<file path="src/logic/raster_bus_pkg.sv">
`default_nettype none

package raster_bus_pkg;

    // Byte address width of the read master
    localparam int addr_w = 26;

    // Address step from one bus word to the next
    localparam int word_bytes = 4;

    typedef logic [addr_w-1:0] bus_addr_t;
    typedef logic [31:0]       bus_data_t;
    typedef logic [3:0]        bus_be_t;

endpackage

`default_nettype wire

</file>
<file path="src/logic/raster_vertex_pkg.sv">
`default_nettype none

package raster_vertex_pkg;

    // Record layout, five words per vertex and three vertices
    localparam int vertex_words = 5;
    localparam int record_words = 15;

    // Word offsets inside one vertex
    localparam int x_word = 0;
    localparam int y_word = 1;

    // Record FIFO holds 2**fifo_depth_log2 triangles
    localparam int fifo_depth_log2 = 2;

    // Word k of a record sits at bits 32k+31 down to 32k
    typedef logic [record_words*32-1:0] record_t;
    typedef logic [3:0]                 word_idx_t;
    typedef logic [31:0]                tri_count_t;
    typedef logic [31:0]                coord_t;
    typedef logic [fifo_depth_log2:0]   fifo_level_t;

endpackage

`default_nettype wire

</file>
<file path="src/logic/raster_front_end.sv">
`timescale 1ns/1ps
`default_nettype none

module raster_front_end (
    input  logic                        clock,
    input  logic                        reset,
    input  logic                        fetch_enable,
    input  raster_bus_pkg::bus_addr_t   vertex_buffer_base,
    output raster_bus_pkg::bus_addr_t   master_address,
    output logic                        master_read,
    output raster_bus_pkg::bus_be_t     master_byteenable,
    input  raster_bus_pkg::bus_data_t   master_readdata,
    input  logic                        master_readdatavalid,
    input  logic                        master_waitrequest,
    input  logic                        stall_in,
    output logic                        done_out,
    output logic                        triangle_valid,
    output raster_vertex_pkg::record_t  triangle_record,
    output raster_vertex_pkg::coord_t   bbox_min_x,
    output raster_vertex_pkg::coord_t   bbox_max_x,
    output raster_vertex_pkg::coord_t   bbox_min_y,
    output raster_vertex_pkg::coord_t   bbox_max_y
);

    logic                       record_valid;
    logic                       record_pop;
    raster_vertex_pkg::record_t record_head;

    rasterizer_vertex_fetch i_fetch (
        .clock                (clock),
        .reset                (reset),
        .fetch_enable         (fetch_enable),
        .vertex_buffer_base   (vertex_buffer_base),
        .master_address       (master_address),
        .master_read          (master_read),
        .master_byteenable    (master_byteenable),
        .master_readdata      (master_readdata),
        .master_readdatavalid (master_readdatavalid),
        .master_waitrequest   (master_waitrequest),
        .record_pop           (record_pop),
        .done_out             (done_out),
        .output_valid         (record_valid),
        .vertex_out           (record_head)
    );

    triangle_bbox_setup i_setup (
        .clock            (clock),
        .reset            (reset),
        .record_available (record_valid),
        .record_in        (record_head),
        .stall_in         (stall_in),
        .record_pop       (record_pop),
        .triangle_valid   (triangle_valid),
        .triangle_record  (triangle_record),
        .bbox_min_x       (bbox_min_x),
        .bbox_max_x       (bbox_max_x),
        .bbox_min_y       (bbox_min_y),
        .bbox_max_y       (bbox_max_y)
    );

endmodule

`default_nettype wire

</file>
<file path="src/logic/rasterizer_vertex_fetch.sv">
`timescale 1ns/1ps
`default_nettype none

module rasterizer_vertex_fetch (
    input  logic                        clock,
    input  logic                        reset,
    input  logic                        fetch_enable,
    input  raster_bus_pkg::bus_addr_t   vertex_buffer_base,
    output raster_bus_pkg::bus_addr_t   master_address,
    output logic                        master_read,
    output raster_bus_pkg::bus_be_t     master_byteenable,
    input  raster_bus_pkg::bus_data_t   master_readdata,
    input  logic                        master_readdatavalid,
    input  logic                        master_waitrequest,
    input  logic                        record_pop,
    output logic                        done_out,
    output logic                        output_valid,
    output raster_vertex_pkg::record_t  vertex_out
);

    typedef enum logic [1:0] {req_idle, req_count, req_record} req_state_t;
    typedef enum logic {rsp_wait_count, rsp_collect} rsp_state_t;

    req_state_t req_state;
    rsp_state_t rsp_state;

    raster_vertex_pkg::word_idx_t   req_word;
    raster_vertex_pkg::word_idx_t   rsp_word;
    raster_vertex_pkg::tri_count_t  tri_count;
    raster_vertex_pkg::tri_count_t  records_issued;
    raster_vertex_pkg::tri_count_t  records_written;
    raster_vertex_pkg::fifo_level_t in_flight;
    raster_vertex_pkg::fifo_level_t fifo_level;
    raster_vertex_pkg::record_t     record_buf;

    logic count_valid;
    logic record_write;
    logic fifo_empty;
    logic fifo_full;
    logic credit_ok;
    logic record_start;
    logic last_req_word;
    logic last_rsp_word;

    assign master_byteenable = '1;

    assign last_req_word = (req_word == raster_vertex_pkg::word_idx_t'(
                            raster_vertex_pkg::record_words - 1));
    assign last_rsp_word = (rsp_word == raster_vertex_pkg::word_idx_t'(
                            raster_vertex_pkg::record_words - 1));

    // Records in flight plus stored records must stay below the depth
    assign credit_ok = !fifo_full &&
                       ((in_flight + fifo_level) <
                        raster_vertex_pkg::fifo_level_t'(2**raster_vertex_pkg::fifo_depth_log2));

    assign record_start = (req_state == req_record) && !master_read && count_valid &&
                          (records_issued != tri_count) && credit_ok;

    assign done_out = count_valid && (records_written == tri_count);

    ////////////////////
    // Request side
    ////////////////////

    always_ff @(posedge clock or negedge reset) begin
        if (!reset) begin
            req_state      <= req_idle;
            master_read    <= 1'b0;
            master_address <= '0;
            req_word       <= '0;
            records_issued <= '0;
        end else begin
            case (req_state)
                req_idle: begin
                    if (fetch_enable) begin
                        master_address <= vertex_buffer_base;
                        master_read    <= 1'b1;
                        req_state      <= req_count;
                    end
                end
                req_count: begin
                    if (!master_waitrequest) begin
                        master_read    <= 1'b0;
                        master_address <= master_address +
                            raster_bus_pkg::bus_addr_t'(raster_bus_pkg::word_bytes);
                        req_state      <= req_record;
                    end
                end
                req_record: begin
                    if (master_read) begin
                        // Address holds until the slave takes the read
                        if (!master_waitrequest) begin
                            master_address <= master_address +
                                raster_bus_pkg::bus_addr_t'(raster_bus_pkg::word_bytes);
                            if (last_req_word) begin
                                master_read <= 1'b0;
                                req_word    <= '0;
                            end else begin
                                req_word <= req_word + 1'b1;
                            end
                        end
                    end else if (record_start) begin
                        master_read    <= 1'b1;
                        records_issued <= records_issued + 1'b1;
                    end
                end
                default: req_state <= req_idle;
            endcase
        end
    end

    // Credit for records started but not yet in the FIFO
    always_ff @(posedge clock or negedge reset) begin
        if (!reset) begin
            in_flight <= '0;
        end else begin
            case ({record_start, record_write})
                2'b10:   in_flight <= in_flight + 1'b1;
                2'b01:   in_flight <= in_flight - 1'b1;
                default: in_flight <= in_flight;
            endcase
        end
    end

    ////////////////////
    // Response side
    ////////////////////

    always_ff @(posedge clock) begin
        if (rsp_state == rsp_collect && master_readdatavalid) begin
            record_buf[rsp_word*32 +: 32] <= master_readdata;
        end
    end

    always_ff @(posedge clock or negedge reset) begin
        if (!reset) begin
            rsp_state       <= rsp_wait_count;
            count_valid     <= 1'b0;
            tri_count       <= '0;
            rsp_word        <= '0;
            records_written <= '0;
            record_write    <= 1'b0;
        end else begin
            record_write <= 1'b0;
            case (rsp_state)
                rsp_wait_count: begin
                    if (master_readdatavalid) begin
                        tri_count   <= master_readdata;
                        count_valid <= 1'b1;
                        rsp_state   <= rsp_collect;
                    end
                end
                rsp_collect: begin
                    if (master_readdatavalid) begin
                        if (last_rsp_word) begin
                            rsp_word        <= '0;
                            record_write    <= 1'b1;
                            records_written <= records_written + 1'b1;
                        end else begin
                            rsp_word <= rsp_word + 1'b1;
                        end
                    end
                end
                default: rsp_state <= rsp_wait_count;
            endcase
        end
    end

    vertex_record_fifo i_fifo (
        .clock      (clock),
        .reset      (reset),
        .write      (record_write),
        .write_data (record_buf),
        .read       (record_pop),
        .read_data  (vertex_out),
        .empty      (fifo_empty),
        .full       (fifo_full),
        .level      (fifo_level)
    );

    assign output_valid = !fifo_empty;

endmodule

`default_nettype wire

</file>
<file path="src/logic/triangle_bbox_setup.sv">
`timescale 1ns/1ps
`default_nettype none

module triangle_bbox_setup (
    input  logic                        clock,
    input  logic                        reset,
    input  logic                        record_available,
    input  raster_vertex_pkg::record_t  record_in,
    input  logic                        stall_in,
    output logic                        record_pop,
    output logic                        triangle_valid,
    output raster_vertex_pkg::record_t  triangle_record,
    output raster_vertex_pkg::coord_t   bbox_min_x,
    output raster_vertex_pkg::coord_t   bbox_max_x,
    output raster_vertex_pkg::coord_t   bbox_min_y,
    output raster_vertex_pkg::coord_t   bbox_max_y
);

    raster_vertex_pkg::coord_t x [3];
    raster_vertex_pkg::coord_t y [3];

    function automatic raster_vertex_pkg::coord_t min3(
        input raster_vertex_pkg::coord_t a,
        input raster_vertex_pkg::coord_t b,
        input raster_vertex_pkg::coord_t c
    );
        raster_vertex_pkg::coord_t m;
        m = (a < b) ? a : b;
        return (c < m) ? c : m;
    endfunction

    function automatic raster_vertex_pkg::coord_t max3(
        input raster_vertex_pkg::coord_t a,
        input raster_vertex_pkg::coord_t b,
        input raster_vertex_pkg::coord_t c
    );
        raster_vertex_pkg::coord_t m;
        m = (a > b) ? a : b;
        return (c > m) ? c : m;
    endfunction

    // Pick x and y of each vertex out of the flat record
    always_comb begin
        for (int v = 0; v < 3; v++) begin
            x[v] = record_in[32*(v*raster_vertex_pkg::vertex_words +
                                 raster_vertex_pkg::x_word) +: 32];
            y[v] = record_in[32*(v*raster_vertex_pkg::vertex_words +
                                 raster_vertex_pkg::y_word) +: 32];
        end
    end

    // Output register free or draining this cycle
    assign record_pop = record_available && (!triangle_valid || !stall_in);

    always_ff @(posedge clock or negedge reset) begin
        if (!reset) begin
            triangle_valid <= 1'b0;
        end else if (record_pop) begin
            triangle_valid <= 1'b1;
        end else if (!stall_in) begin
            triangle_valid <= 1'b0;
        end
    end

    always_ff @(posedge clock) begin
        if (record_pop) begin
            triangle_record <= record_in;
            bbox_min_x      <= min3(x[0], x[1], x[2]);
            bbox_max_x      <= max3(x[0], x[1], x[2]);
            bbox_min_y      <= min3(y[0], y[1], y[2]);
            bbox_max_y      <= max3(y[0], y[1], y[2]);
        end
    end

endmodule

`default_nettype wire

</file>
<file path="src/logic/vertex_record_fifo.sv">
`timescale 1ns/1ps
`default_nettype none

module vertex_record_fifo (
    input  logic                            clock,
    input  logic                            reset,
    input  logic                            write,
    input  raster_vertex_pkg::record_t      write_data,
    input  logic                            read,
    output raster_vertex_pkg::record_t      read_data,
    output logic                            empty,
    output logic                            full,
    output raster_vertex_pkg::fifo_level_t  level
);

    raster_vertex_pkg::record_t mem [2**raster_vertex_pkg::fifo_depth_log2];

    logic [raster_vertex_pkg::fifo_depth_log2-1:0] wr_ptr;
    logic [raster_vertex_pkg::fifo_depth_log2-1:0] rd_ptr;
    logic do_write;
    logic do_read;

    assign do_write = write && !full;
    assign do_read  = read && !empty;

    assign empty = (level == '0);
    assign full  = level[raster_vertex_pkg::fifo_depth_log2];

    // Head shows through, no read strobe needed to see it
    assign read_data = mem[rd_ptr];

    always_ff @(posedge clock) begin
        if (do_write) begin
            mem[wr_ptr] <= write_data;
        end
    end

    always_ff @(posedge clock or negedge reset) begin
        if (!reset) begin
            wr_ptr <= '0;
            rd_ptr <= '0;
            level  <= '0;
        end else begin
            if (do_write) begin
                wr_ptr <= wr_ptr + 1'b1;
            end
            if (do_read) begin
                rd_ptr <= rd_ptr + 1'b1;
            end
            case ({do_write, do_read})
                2'b10:   level <= level + 1'b1;
                2'b01:   level <= level - 1'b1;
                default: level <= level;
            endcase
        end
    end

endmodule

`default_nettype wire

</file>
<file path="config.mk">
export PLATFORM = sky130hd
export DESIGN_NAME = raster_front_end
export DESIGN_NICKNAME = d
export VERILOG_FILES = /design/src/logic/raster_bus_pkg.sv /design/src/logic/raster_vertex_pkg.sv /design/src/logic/raster_front_end.sv /design/src/logic/rasterizer_vertex_fetch.sv /design/src/logic/triangle_bbox_setup.sv /design/src/logic/vertex_record_fifo.sv
export SDC_FILE = /design/constraint.sdc
export NUM_CORES = 2
export LEC_CHECK = 0
export ABC_AREA = 1
export BUFFER_PORTS_ARGS = -buffer_cell sky130_fd_sc_hd__buf_2
export CORE_UTILIZATION = 30
export DETAILED_ROUTE_END_ITERATION = 7
export HOLD_SLACK_MARGIN = 0.12
export PLACE_DENSITY_LB_ADDON = 0.1
export SLEW_MARGIN = 0
export SYNTH_ARGS = -nofsm -noshare
export SYNTH_HDL_FRONTEND = slang
export SYNTH_SLANG_ARGS = --single-unit
</file>
<file path="constraint.sdc">
create_clock -name clock -period 37.3 [get_ports clock]
set_input_delay 1.865 -clock clock [delete_from_list [all_inputs] [get_ports clock]]
set_output_delay 1.865 -clock clock [all_outputs]
set_load 0.02 [all_outputs]
</file>
==> metrics <==
run status=finished with violations; violations in the final reports=DRC; launching point of the worst reg2reg path=i_fetch.i_fifo.rd_ptr[0]; antenna violations before repair=73; global placer's final weighted congestion=0.841; number of CTS-inserted buffers=361; number of slew-limit violations in the final report=0; vias per inst=5.01; largest driver fanout on the critical path=89; final non-filler cell area=145000 sq um; Total Routing Usage GR=21.2%; Final Routed Wirelength=451000 microns; Worst Setup Slack post-DPL=26950 ps; final setup vio count=0; crit path capture type=flip-flop; summed negative setup slack over all endpoints=0 ps; setup slack of the worst register-to-register path=26920 ps; HPWL reported at the end of detailed placement=292000 microns; post-cts gate resize count=0; post-route setup slack=26920 ps; Hold Crit Class=flip-flop to flip-flop; Worst slew margin=11.6%; Startpoint Class=flip-flop; most common cell after layout, fill and taps aside=edfxtp_1; count of max-cap constraint violations=0; Placed Instance Area=133000 sq um; I/O Pins=705; synthesized cell area=123000 sq um; average cell area after synthesis=13.7 sq um; area of the core=407000 sq um; nets@finish=10038; end of the critical path=i_setup.bbox_min_y[1]; router iterations before antenna repair=8; synthesis-stage register bit count=3155; DRC viols=236; Final Critical Period=10380 ps; leakage power=50.7 nW; Reg2Reg Depth=24; Worst-Margin Slew=1320 ps; global-route wire length before repair=611000 microns; Routed met3 length=25000 microns; source-to-sink clock delay at the later pin of the worst-skew pair=960 ps; Critical Path Start=i_fetch.i_fifo.rd_ptr[0]; Starting Density=30.2%; number of hold violations in the final report=0; xor and xnor area share after synthesis=0.821%; Worst-path clk slew=60 ps; largest family of logic cells by synthesized area=simple AND/OR/NAND/NOR gates; most common flop cell mapped by yosys=edfxtp_1; maximum number of pins on one net before global-route repair=166; share of post-route cells with drive strength above 1=15.4%; number of port buffers=700; async set-or-reset flop fraction in the synthesized netlist=4.66%; number of synthesis warnings=0; global route total overflow=0; endpoint of the lowest-slack register-to-register path=i_setup.bbox_min_y[1]; clock root buffer=clkbuf_16; Die Wd=641 microns; Data arrival, critical path=11210 ps; via count=77885; timing-limited maximum frequency=0.0963 GHz; adder-cell share of the synthesized area=2.18%; clock tree from TritonCTS=built; number of unique standard cell types used by synthesis=62; number of flops mapped to enable cells by yosys=3008; standard-cell rows=234; period utilisation layout=27.8%; number of sinks handled by clock tree synthesis=3155; CTS Hold Buffers Added=0; simple-gate share of the synthesized area=9.21%; commonest cells after routing, fill and taps aside=edfxtp_1, nor2_1, o21ai_0; critical path start-end classification=flip-flop to flip-flop; Die Footprint=411000 sq um; Detail Route Antenna Nets=0; setup repair after global routing missed its margin=no; clock tree skew after final layout=60.4 ps; initial DRC count=7726; setup repair bufs after CTS=0; Layout Area Growth over Synthesis=18.4%; via count of the first global-routing pass=73977; compound-gate portion of the synthesized area=8.27%; met2 routed wirelength=209000 microns; detailed-route wire length per cell=29.0 microns; sequential fraction of the synthesis area=76.7%; total power per unit cell area=101 nW/um^2; share of synthesized area spent on multiplexers=0.0184%; die height=641 microns; required time at the worst-slack endpoint=38120 ps; buffer depth of the longest clock path=4; Syn Inst Count=8971; worst vdd ir=84.8 uV; highest signal layer in the routed design=met5; Max H-tree Level=5; Met1 Routed Length=204000 microns
==> registers in the layout, indices dropped and copies added (netlist names), 4 cells and up <==
signal                   cells
i_setup.bbox_max_y          32
i_setup.bbox_max_x          32
i_setup.triangle_record    480
i_fetch.records_issued      32
i_fetch.req_word             4
i_fetch.i_fifo.mem        1920
i_fetch.records_written     32
i_fetch.rsp_word             4
i_setup.bbox_min_x          32
i_fetch.tri_count           32
i_fetch.master_address      26
i_fetch.record_buf         480
i_setup.bbox_min_y          32
==> routing by layer <==
| metal | up-vias | global-route usage, % |
|---|---|---|
| met3 | 566 | 2.71 |
| li1 | 34514 | - |
| met1 | 40131 | 30.2 |
| met5 | - | 0 |
| met2 | 2672 | 33.8 |
| met4 | 2 | 6.66 |
==> worst max-delay path, cell delays in order, from the launching register on <==
cell and delay (ps):
dfrtp_4 930, buf_4 670, buf_4 590, buf_4 840, nand2_1 110, a32oi_1 510, inv_1 180, ha_1 340
nand2_1 70, nor3_1 280, and3_1 270, nand2_1 90, nand2_1 550, inv_1 700, o21ai_0 570, inv_1 80
ha_1 310, nand4_1 120, nor4_1 440, inv_1 90, nor4_1 300, nand2_2 530, nand2_1 1180, nand2_1 150
nand2_1 130
==> worst min-delay path by stage <==
stage                                       start                          to  slack, ps  depth (start not counted)
after floorplan               i_fetch.count_valid         i_fetch.count_valid        450                          2
after global placement    i_fetch.record_buf[254]  i_fetch.i_fifo.mem[0][254]        460                          0
after detailed placement  i_fetch.record_buf[182]  i_fetch.i_fifo.mem[1][182]        480                          0
after CTS                 i_fetch.record_buf[372]  i_fetch.i_fifo.mem[0][372]        470                          0
after global routing      i_fetch.record_buf[372]  i_fetch.i_fifo.mem[2][372]        480                          0
final                     i_fetch.record_buf[372]  i_fetch.i_fifo.mem[0][372]        470                          0
==> synth_stat cells (29+ instances only) <==
cell type     n  area, sq um
inv_1       382         1430
xor2_1       70          613
buf_1        29          109
clkbuf_1    424         1590
nor4_1       80          500
a21oi_1     176          881
o22ai_1     426         2670
o21ai_0    1114         5580
buf_2        40          200
a32oi_1      66          578
nor2_1     1345         5050
dfrtp_1     147         3680
nand3_1     115          576
edfxtp_1   3008        90300
xnor2_1      45          394
nor3_1      134          671
ha_1        210         2630
nand4_1     108          676
nand2_1     934         3510
==> where the power goes <==
group	total, W	switching (W)	internal, W
Sequential	0.00513	0.000388	0.00474
Clock	0.00359	0.00150	0.00209
Combinational	0.00598	0.00446	0.00151
==> final cells by class <==
class	instances	area, sq um
clock inverters	244	2620
multi-input cells	4919	25400
flip-flops and latches	3155	94000
repair buffers	933	5430
clock buffers	417	9300
fillers	39039	261000
well taps	5428	6790
inverters	392	1500
diodes	43	108
==> per-stage QoR <==
stage | util [%] | hold WS, ps | power [W] | instances
floorplan | - | 445 | 0.00866 | 8974
global placement | 32.7 | 463 | 0.0112 | 14826
detailed placement | 32.7 | 476 | 0.0112 | 14827
CTS | 35.7 | 467 | 0.0149 | 15488
global route | 35.7 | 480 | 0.0155 | 15499
finish | 35.7 | 472 | 0.0147 | 15531
==> kinds of logic (layout without fill, tap and decap cells) <==
kind of cell,after synthesis,count (layout)
xor+xnor,115,115
buf+inv,900,1986
fa+ha+maj,212,212
mux,2,2
simple gates,2749,2749
flops,3155,3155
compound gates,1837,1837
other cells,1,47
(Power assumes the default switching activity.)
